$ cat src/hdl/aluPkg.sv
package aluPkg;

  ////////////////////////////////////////////////////////////////////////////
  // Widths and saturation limits
  ////////////////////////////////////////////////////////////////////////////
  localparam int wordW = 16;  // Datapath width
  localparam int nibW  = 4;   // One lane / one CLA group
  localparam int nibN  = 4;   // Nibbles per word

  localparam logic [wordW-1:0] wordSatPos = 16'h7FFF;  // Largest signed word
  localparam logic [wordW-1:0] wordSatNeg = 16'h8000;  // Smallest signed word
  localparam logic [nibW-1:0]  nibSatPos  = 4'h7;      // Largest signed lane
  localparam logic [nibW-1:0]  nibSatNeg  = 4'h8;      // Smallest signed lane

  ////////////////////////////////////////////////////////////////////////////
  // Command and response types
  ////////////////////////////////////////////////////////////////////////////
  // Bit 0 picks subtract, bit 1 picks nibble mode
  typedef enum logic [1:0] {
    opAdd    = 2'd0,
    opSub    = 2'd1,
    opPaddsb = 2'd2,
    opPsubsb = 2'd3
  } aluOpT;

  typedef struct packed {
    aluOpT            op;
    logic [wordW-1:0] a;
    logic [wordW-1:0] b;  // Subtrahend for the sub ops
  } aluCmdT;

  typedef struct packed {
    logic zero;  // Result is all zeros
    logic neg;   // Sign of the result
    logic ovfl;  // Some saturation took place
  } aluFlagsT;

  typedef struct packed {
    logic [wordW-1:0] result;
    aluFlagsT         flags;
  } aluRespT;

endpackage

$ cat src/hdl/cla4.sv
`timescale 1ns/10ps
`default_nettype none

module cla4 (
  input  logic [3:0] a,
  input  logic [3:0] b,
  input  logic       cin,      // From parent, 1 on the low nibble of a subtract
  input  logic       sub,      // Invert b
  output logic [3:0] sum,
  output logic       posOvfl,  // Two positives gave a negative
  output logic       negOvfl,  // Two negatives gave a positive
  output logic       pGroup,   // Group propagate for the lookahead unit
  output logic       gGroup    // Group generate for the lookahead unit
);

  logic [3:0] bOp;  // b or its ones complement
  logic [3:0] p;    // Bit propagate
  logic [3:0] g;    // Bit generate
  logic [2:0] c;    // Carries into bits 1 to 3

  assign bOp = sub ? ~b : b;
  assign p   = a | bOp;
  assign g   = a & bOp;

  // Lookahead carries, all from cin
  assign c[0] = g[0] | (p[0] & cin);
  assign c[1] = g[1] | (p[1] & g[0]) | (p[1] & p[0] & cin);
  assign c[2] = g[2] | (p[2] & g[1]) | (p[2] & p[1] & g[0])
              | (p[2] & p[1] & p[0] & cin);

  assign sum = a ^ bOp ^ {c, cin};  // Carry vector lines up with bits 3..0

  // Signed overflow from the operand and sum signs
  assign posOvfl = ~a[3] & ~bOp[3] & sum[3];
  assign negOvfl = a[3] & bOp[3] & ~sum[3];

  ////////////////////////////////////////////////////////////////////////////
  // Group terms, independent of cin
  ////////////////////////////////////////////////////////////////////////////
  assign pGroup = &p;
  assign gGroup = g[3] | (p[3] & g[2]) | (p[3] & p[2] & g[1])
                | (p[3] & p[2] & p[1] & g[0]);  // Carry out when cin is 0

endmodule

`default_nettype wire

$ cat src/hdl/wordAdder.sv
`timescale 1ns/10ps
`default_nettype none

module wordAdder (
  input  logic [15:0] a,
  input  logic [15:0] b,
  input  logic        sub,   // Also the word carry-in
  output logic [15:0] res,   // Saturated sum
  output logic        ovfl,
  output logic        neg
);

  import aluPkg::*;

  logic [nibN-1:0]  cIn;    // Carry into each nibble
  logic [nibN-1:0]  pGrp;
  logic [nibN-1:0]  gGrp;
  logic [nibN-1:0]  posOv;
  logic [nibN-1:0]  negOv;
  logic [wordW-1:0] sum;    // Raw wrap-around sum

  ////////////////////////////////////////////////////////////////////////////
  // Second level lookahead across the nibbles
  ////////////////////////////////////////////////////////////////////////////
  assign cIn[0] = sub;
  assign cIn[1] = gGrp[0] | (pGrp[0] & sub);
  assign cIn[2] = gGrp[1] | (pGrp[1] & gGrp[0]) | (pGrp[1] & pGrp[0] & sub);
  assign cIn[3] = gGrp[2] | (pGrp[2] & gGrp[1]) | (pGrp[2] & pGrp[1] & gGrp[0])
                | (pGrp[2] & pGrp[1] & pGrp[0] & sub);

  for (genvar i = 0; i < nibN; i++) begin : nibSlice
    cla4 cla4Inst (
      .a       (a[i*nibW +: nibW]),
      .b       (b[i*nibW +: nibW]),
      .cin     (cIn[i]),
      .sub     (sub),
      .sum     (sum[i*nibW +: nibW]),
      .posOvfl (posOv[i]),
      .negOvfl (negOv[i]),
      .pGroup  (pGrp[i]),
      .gGroup  (gGrp[i])
    );
  end

  // Only the top nibble's overflow is the word overflow
  assign ovfl = posOv[nibN-1] | negOv[nibN-1];

  always_comb begin
    if (posOv[nibN-1])
      res = wordSatPos;  // Clamp high
    else if (negOv[nibN-1])
      res = wordSatNeg;  // Clamp low
    else
      res = sum;
  end

  assign neg = res[wordW-1];

endmodule

`default_nettype wire

$ cat src/hdl/nibbleAdder.sv
`timescale 1ns/10ps
`default_nettype none

module nibbleAdder (
  input  logic [15:0] a,
  input  logic [15:0] b,
  input  logic        sub,
  output logic [15:0] res,   // Four saturated lanes
  output logic        ovfl   // Any lane clamped
);

  import aluPkg::*;

  logic [wordW-1:0] sum;     // Raw lane sums
  logic [nibN-1:0]  posOv;
  logic [nibN-1:0]  negOv;

  ////////////////////////////////////////////////////////////////////////////
  // Independent lanes, no carry crosses a nibble boundary
  ////////////////////////////////////////////////////////////////////////////
  for (genvar i = 0; i < nibN; i++) begin : lane
    cla4 cla4Inst (
      .a       (a[i*nibW +: nibW]),
      .b       (b[i*nibW +: nibW]),
      .cin     (sub),                // Each lane does its own two's complement
      .sum     (sum[i*nibW +: nibW]),
      .sub     (sub),
      .posOvfl (posOv[i]),
      .negOvfl (negOv[i]),
      .pGroup  (),                   // Lookahead terms not needed per lane
      .gGroup  ()
    );

    // Per-lane clamp
    always_comb begin
      if (posOv[i])
        res[i*nibW +: nibW] = nibSatPos;
      else if (negOv[i])
        res[i*nibW +: nibW] = nibSatNeg;
      else
        res[i*nibW +: nibW] = sum[i*nibW +: nibW];
    end
  end

  assign ovfl = |(posOv | negOv);

endmodule

`default_nettype wire

$ cat src/hdl/resultMerge.sv
`timescale 1ns/10ps
`default_nettype none

module resultMerge (
  input  logic            nibMode,   // Op bit 1
  input  logic [15:0]     wordRes,
  input  logic [15:0]     nibRes,
  input  logic            wordOvfl,
  input  logic            nibOvfl,
  output aluPkg::aluRespT resp
);

  import aluPkg::*;

  logic [wordW-1:0] chosen;     // Result of the selected path
  logic             chosenOvfl;

  ////////////////////////////////////////////////////////////////////////////
  // Path select
  ////////////////////////////////////////////////////////////////////////////
  assign chosen     = nibMode ? nibRes : wordRes;
  assign chosenOvfl = nibMode ? nibOvfl : wordOvfl;

  // Flags come from the saturated value, not the raw sum
  always_comb begin
    resp.result     = chosen;
    resp.flags.zero = (chosen == '0);
    resp.flags.neg  = chosen[wordW-1];  // Sign bit of the word
    resp.flags.ovfl = chosenOvfl;
  end

endmodule

`default_nettype wire

$ cat src/hdl/reqAckPort.sv
`timescale 1ns/10ps
`default_nettype none

module reqAckPort (
  input  logic            clk,
  input  logic            rst,
  input  logic            req,
  input  aluPkg::aluCmdT  cmd,
  input  aluPkg::aluRespT respNext,  // Combinational result of cmdReg
  output logic            ack,
  output aluPkg::aluCmdT  cmdReg,    // Held command for the datapath
  output aluPkg::aluRespT resp
);

  typedef enum logic [1:0] {
    stIdle,     // Waiting for req
    stCompute,  // Command captured, datapath settling
    stHold      // ack up, waiting for req to drop
  } portStateT;

  portStateT state;

  ////////////////////////////////////////////////////////////////////////////
  // Handshake FSM
  ////////////////////////////////////////////////////////////////////////////
  always_ff @(posedge clk) begin
    if (rst) begin
      state <= stIdle;
      ack   <= 1'b0;
      resp  <= '0;
    end else begin
      case (state)
        stIdle:
          if (req) state <= stCompute;  // cmd taken in the payload block
        stCompute: begin
          resp  <= respNext;
          ack   <= 1'b1;
          state <= stHold;
        end
        stHold:
          if (!req) begin
            ack   <= 1'b0;              // Phase four, back to idle
            state <= stIdle;
          end
        default: state <= stIdle;
      endcase
    end
  end

  // Command register, loads only when a new request is accepted
  always_ff @(posedge clk) begin
    if (state == stIdle && req)
      cmdReg <= cmd;
  end

  // ack rises only in answer to a request seen on the previous edge
  ackAfterReq: assert property (@(posedge clk) disable iff (rst)
    $rose(ack) |-> $past(req));

  // Response frozen for the whole ack phase
  respHeld: assert property (@(posedge clk) disable iff (rst)
    ack && $past(ack) |-> $stable(resp));

endmodule

`default_nettype wire

$ cat src/hdl/aluTop.sv
`timescale 1ns/10ps
`default_nettype none

module aluTop (
  input  logic            clk,
  input  logic            rst,
  input  logic            req,
  input  aluPkg::aluCmdT  cmd,
  output logic            ack,
  output aluPkg::aluRespT resp
);

  import aluPkg::*;

  aluCmdT           cmdReg;
  aluRespT          respNext;
  logic [wordW-1:0] wordRes;
  logic             wordOvfl;
  logic [wordW-1:0] nibRes;
  logic             nibOvfl;

  ////////////////////////////////////////////////////////////////////////////
  // Port and datapath
  ////////////////////////////////////////////////////////////////////////////
  reqAckPort portInst (
    .clk      (clk),
    .rst      (rst),
    .req      (req),
    .cmd      (cmd),
    .respNext (respNext),
    .ack      (ack),
    .cmdReg   (cmdReg),
    .resp     (resp)
  );

  // Both adders run every cycle on the held command
  wordAdder wordInst (
    .a    (cmdReg.a),
    .b    (cmdReg.b),
    .sub  (cmdReg.op[0]),
    .res  (wordRes),
    .ovfl (wordOvfl),
    .neg  ()             // Merge derives the sign from the chosen result
  );

  nibbleAdder nibInst (
    .a    (cmdReg.a),
    .b    (cmdReg.b),
    .sub  (cmdReg.op[0]),
    .res  (nibRes),
    .ovfl (nibOvfl)
  );

  resultMerge mergeInst (
    .nibMode  (cmdReg.op[1]),
    .wordRes  (wordRes),
    .nibRes   (nibRes),
    .wordOvfl (wordOvfl),
    .nibOvfl  (nibOvfl),
    .resp     (respNext)
  );

endmodule

`default_nettype wire

$ cat config.mk
export PLATFORM = sky130hd
export DESIGN_NAME = aluTop
export DESIGN_NICKNAME = d
export VERILOG_FILES = /design/src/hdl/aluPkg.sv /design/src/hdl/cla4.sv /design/src/hdl/wordAdder.sv /design/src/hdl/nibbleAdder.sv /design/src/hdl/resultMerge.sv /design/src/hdl/reqAckPort.sv /design/src/hdl/aluTop.sv
export SDC_FILE = /design/constraint.sdc
export NUM_CORES = 1
export LEC_CHECK = 0
export BUFFER_PORTS_ARGS = -buffer_cell sky130_fd_sc_hd__buf_2
export CELL_PAD_IN_SITES_DETAIL_PLACEMENT = 2
export CELL_PAD_IN_SITES_GLOBAL_PLACEMENT = 2
export CORE_MARGIN = 4
export CORE_UTILIZATION = 35
export CTS_CLUSTER_DIAMETER = 80
export DETAILED_ROUTE_END_ITERATION = 16
export GPL_TIMING_DRIVEN = 0
export PLACE_DENSITY = 0.81
export SYNTH_ARGS = -nofsm -noshare
export SYNTH_HDL_FRONTEND = slang
export SYNTH_SLANG_ARGS = --single-unit
$ cat constraint.sdc
create_clock -name clk -period 5.4 [get_ports clk]
set_input_delay 0.54 -clock clk [delete_from_list [all_inputs] [get_ports clk]]
set_output_delay 0.54 -clock clk [all_outputs]
set_load 0.03 [all_outputs]
==> results by stage <==
Hold path:
- The end of the worst hold path is portInst.cmdReg[2].
- The worst min-delay path category is input pin to register.
- The number of cells traversed by the worst hold path is 1.
- The startpoint of the most critical hold path is cmd[2].

Layout:
- The repair_antennas step left the layout with diodes totalling 0.
- The post-synthesis to final-layout area growth is 14.7%.
- Once layout is complete, the utilization of the core stands at 0.413.
- The finished layout cell area is 4490 um^2.
- Fill cells in the final layout number 1,239.
- In the final design database the tool counted around 550 nets.
- The fraction of layout instances using a drive strength above 1 is 0.206.

Drt:
- The detail-routed via count per cell is roughly 5.2.
- The first-iteration detailed-routing DRC count is 93.
- The detailed-router iteration count before antenna repair is 4.
- The number of design rule violations left after detail routing is 0.
- The routed layout has 3,206 vias.
- The final antenna-violating net count is 0.
- In the final routed layout, each cell accounts on average for 18.1 um.
- The detailed-route wire length is 11,100 um.

Pwr:
- The analysis attributes to cell leakage a power of about 2.0 nW.
- The power density over the cells is roughly 290 nW/um^2.
- VDD sags by at most about 0.00012 V.

Global routing:
- Entering global routing, the biggest net connects 20 pins.
- The number of global-route vias before repair was between 3k and 4k.
- The first global-routing pass estimated 18,500 um of wire.
- The number of antenna violations at the first check in global routing is 0.
- The total grt overflow is 0.
- For this run, the total global-route usage over all layers was measured as 0.178.

Timing:
- The setup total negative slack is 0 ns.
- For the pin with the worst max-slew slack, the measured transition is 1.01 ns.
- After layout, the minimum clock period comes to a little under 5 ns.
- In the finished design, the share of the clock period the worst path needs comes to 0.890.
- The setup violation total in the final timing report is 0.
- Between clock sinks in the finished design, the worst skew comes to just over 0.004 ns.
- Setup repair after global routing left no endpoint under its margin.
- The final max-slew violation count is 0.
- In this run the tightest slew margin relative to its limit is 0.325.
- Hold is met by just under 0.4 ns.
- Based on the critical path, the design can be clocked at up to ~210 MHz.
- The number of failing hold endpoints at the final stage came to 0.
- Setup slack on the critical path of the routed design comes to 0.593 ns.

Status:
- The run finished with clean final reports.

Clock network:
- The number of H-tree branching levels is 2.
- The cell sitting at the root of the clock tree is a sky130_fd_sc_hd__clkbuf_8.
- The clock transition at the registers of the reported paths is 0.10 ns.
- The number of buffers on the longest clock path is 2.
- The hold-fix buffer count after cts is 0.
- In this run, post-CTS repair resized a total of 0 instances.
- The CTS tree is done.
- The insertion delay to the later sink of the worst-skew pair is ~0.31 ns.
- The count of clock tree sinks is 55.
- The number of clock buffers added by TritonCTS is 5.
- Once the clock tree was built, the setup fixing pass inserted 0 buffers.

Placement:
- At the placement stage, the worst setup path has a slack of -0.108 ns.
- The weighted congestion at the end of routability-driven global placement is around 0.84.
- Once placement finished, the instance area stood at 4400 um^2.
- The port buffer count is 56.
- Once detailed placement completed, the half-perimeter wirelength came to 9180 um.

Synth:
- The share of the Yosys chip area taken by registers is 0.368.
- The fraction of registers with async set/reset is 0.
- The share of synthesized area in the top cell type comes to 0.261.
- The largest area contributor in the synthesized netlist is sky130_fd_sc_hd__edfxtp_1.
- After synthesis, the mean cell area works out to 9.55 um^2.
- The total nets after synthesis is between 400 and 500.
- For this run, the number of Yosys warnings is 0.
- The number of different library cells used by synthesis comes to 71.
- The total of flip-flops plus latches after synthesis is 55.
- The most instantiated library cell after synthesis is sky130_fd_sc_hd__inv_1.
- After technology mapping, the gate count stands at slightly above 400.
- The commonest cells after synthesis are 45 x sky130_fd_sc_hd__inv_1, 34 x sky130_fd_sc_hd__edfxtp_1, 34 x sky130_fd_sc_hd__nand2_1.
- The flip-flop cell with the highest count after synthesis is sky130_fd_sc_hd__edfxtp_1.
- The mapped netlist covers 3920 um^2.
- By area the synthesized netlist is led by sky130_fd_sc_hd__edfxtp_1 26%, sky130_fd_sc_hd__dfxtp_1 11%, sky130_fd_sc_hd__ha_1 10%.
- The number of flops mapped to enable cells by yosys is 34.

Setup path:
- The launch point of the worst reg-to-reg path is portInst.cmdReg[32].
- STA puts the critical path data arrival time at roughly 5.0 ns.
- The critical path endpoint category is a register.
- Counting cells, the worst reg-to-reg path comes to 17.
- The sort of element at the start of the critical path is a register.
- The critical path class is register to register.
- The cell type of the slowest stage on the worst timing path is sky130_fd_sc_hd__buf_1.
- For this run, the slowest stage of the critical path takes 0.68 ns.
- Counting buffers and inverters, the worst setup path is 17 cells deep.
- The buffer and inverter count on the worst path is 4.
- Setup slack on the worst reg-to-reg path comes out at a little under 0.6 ns.
- The cell family contributing the most delay on the critical path is buffers and inverters.
- For the worst setup path, the data required time is 5.62 ns.
- The critical path goes through buf_6 > buf_1 > xor2_1 > inv_1 > ha_1 > nor4_1 > and3_1 > o31ai_2 > and3_1 > buf_6 > fa_1 > xnor2_1 > o211ai_1 > o22ai_1 > a2111oi_2 > nand4b_1 > o41ai_2.
- The top fanout value on the critical path is 19.
- In this run the critical register-to-register path is captured at portInst.resp[2].

Floorplan:
- The initial cell density of the core is 0.360.
- After floorplanning, the core was divided into 38 placement rows.
- The x dimension of the die is 114 um.
- The overall die height is 114 um.
- The I/O pin total is 57.
- The floorplan step defined a die boundary enclosing 12,900 um^2.
- The placeable core region is 10,900 um^2.

Flow run:
- The tool flagged a number of max-cap violations equal to 0.
## power breakdown
group | switching [mW] | internal [mW]
combinational | 0.328 | 0.215
clock | 0.141 | 0.119
sequential | 0.0193 | 0.481
## cells by family (layout without fill, tap and decap cells)
family | count (synthesis) | in the layout | synth area share
simple gates | 120 | 120 | 0.166
compound gates | 96 | 96 | 0.179
buf+inv | 61 | 126 | 0.0712
flops | 55 | 55 | 0.368
xor+xnor | 36 | 36 | 0.0805
fa+ha+maj | 35 | 35 | 0.118
mux | 7 | 7 | 0.0182
## cell usage in the layout, fill, tap and decap left out, types with 5 or more instances in the layout
master | netlist | final
sky130_fd_sc_hd__buf_2 | 1 | 57
sky130_fd_sc_hd__inv_1 | 45 | 46
sky130_fd_sc_hd__nand2_1 | 34 | 34
sky130_fd_sc_hd__edfxtp_1 | 34 | 34
sky130_fd_sc_hd__ha_1 | 32 | 32
sky130_fd_sc_hd__a21oi_1 | 31 | 31
sky130_fd_sc_hd__xor2_1 | 23 | 23
sky130_fd_sc_hd__nor2_1 | 22 | 22
sky130_fd_sc_hd__dfxtp_1 | 21 | 21
sky130_fd_sc_hd__nor2b_1 | 13 | 13
sky130_fd_sc_hd__xnor2_1 | 13 | 13
sky130_fd_sc_hd__o21ai_0 | 11 | 11
sky130_fd_sc_hd__buf_4 | 6 | 7
sky130_fd_sc_hd__nand3_1 | 7 | 7
sky130_fd_sc_hd__mux2i_1 | 6 | 6
sky130_fd_sc_hd__nand3b_1 | 5 | 5
sky130_fd_sc_hd__nor3_1 | 5 | 5
sky130_fd_sc_hd__o21a_1 | 5 | 5
sky130_fd_sc_hd__clkbuf_8 | 0 | 5
## stage by stage
step                instances  total power, mW
global route              615             1.39
floorplan                 410            0.893
global placement          606             1.02
detailed placement        608             1.05
finish                    615             1.30
CTS                       615             1.31
## worst register-to-register path: cells and delay by family, from the launching register on
family | cells | cell delay, ns
and+or+nand+nor | 4 | 1.04
xor gates and xnor gates | 2 | 0.43
AOI/OAI and AO/OA | 5 | 0.92
buffers and inverters | 4 | 1.18
adders and majority gates | 2 | 0.62
DFF | 1 | 0.53
## sequential cells by signal, indices dropped and copies added (netlist names)
register         count
portInst.state       2
portInst.cmdReg     34
portInst.ack         1
portInst.resp       18
## how the worst max path moves through the flow
stage / start / end / slack, ns
detailed placement: portInst.cmdReg[32] / portInst.resp[2] / -0.11
floorplan: portInst.cmdReg[32] / portInst.resp[2] / 1.24
finish: portInst.cmdReg[32] / portInst.resp[2] / 0.59
CTS: portInst.cmdReg[32] / portInst.resp[2] / 0.57
global placement: portInst.cmdReg[32] / portInst.resp[2] / 0.05
global route: portInst.cmdReg[32] / portInst.resp[2] / 0.30
## area by class of cell
type | count | area (um^2) | share of cell area
multi-input combinational | 294 | 2200 | 0.490
tap | 140 | 175 | 0.0390
clock buffer | 7 | 97.6 | 0.0217
buffer | 15 | 106 | 0.0237
sequential | 55 | 1440 | 0.321
timing repair buffer | 58 | 299 | 0.0665
clock inverter | 1 | 3.75 | 0.000835
inverter | 45 | 169 | 0.0376
## per-layer routing
layer | wire length (um) | share of wire | GRT usage | up-vias
met3 | 321 | 0.029 | 0.0233 | 5
met5 | 0 | 0 | 0 | -
met1 | 5090 | 0.46 | 0.231 | 1587
li1 | - | - | - | 1561
met2 | 5630 | 0.51 | 0.321 | 53
met4 | 90 | 0.0081 | 0.0309 | 0
No activity file was read; power rests on OpenSTA's default activity.
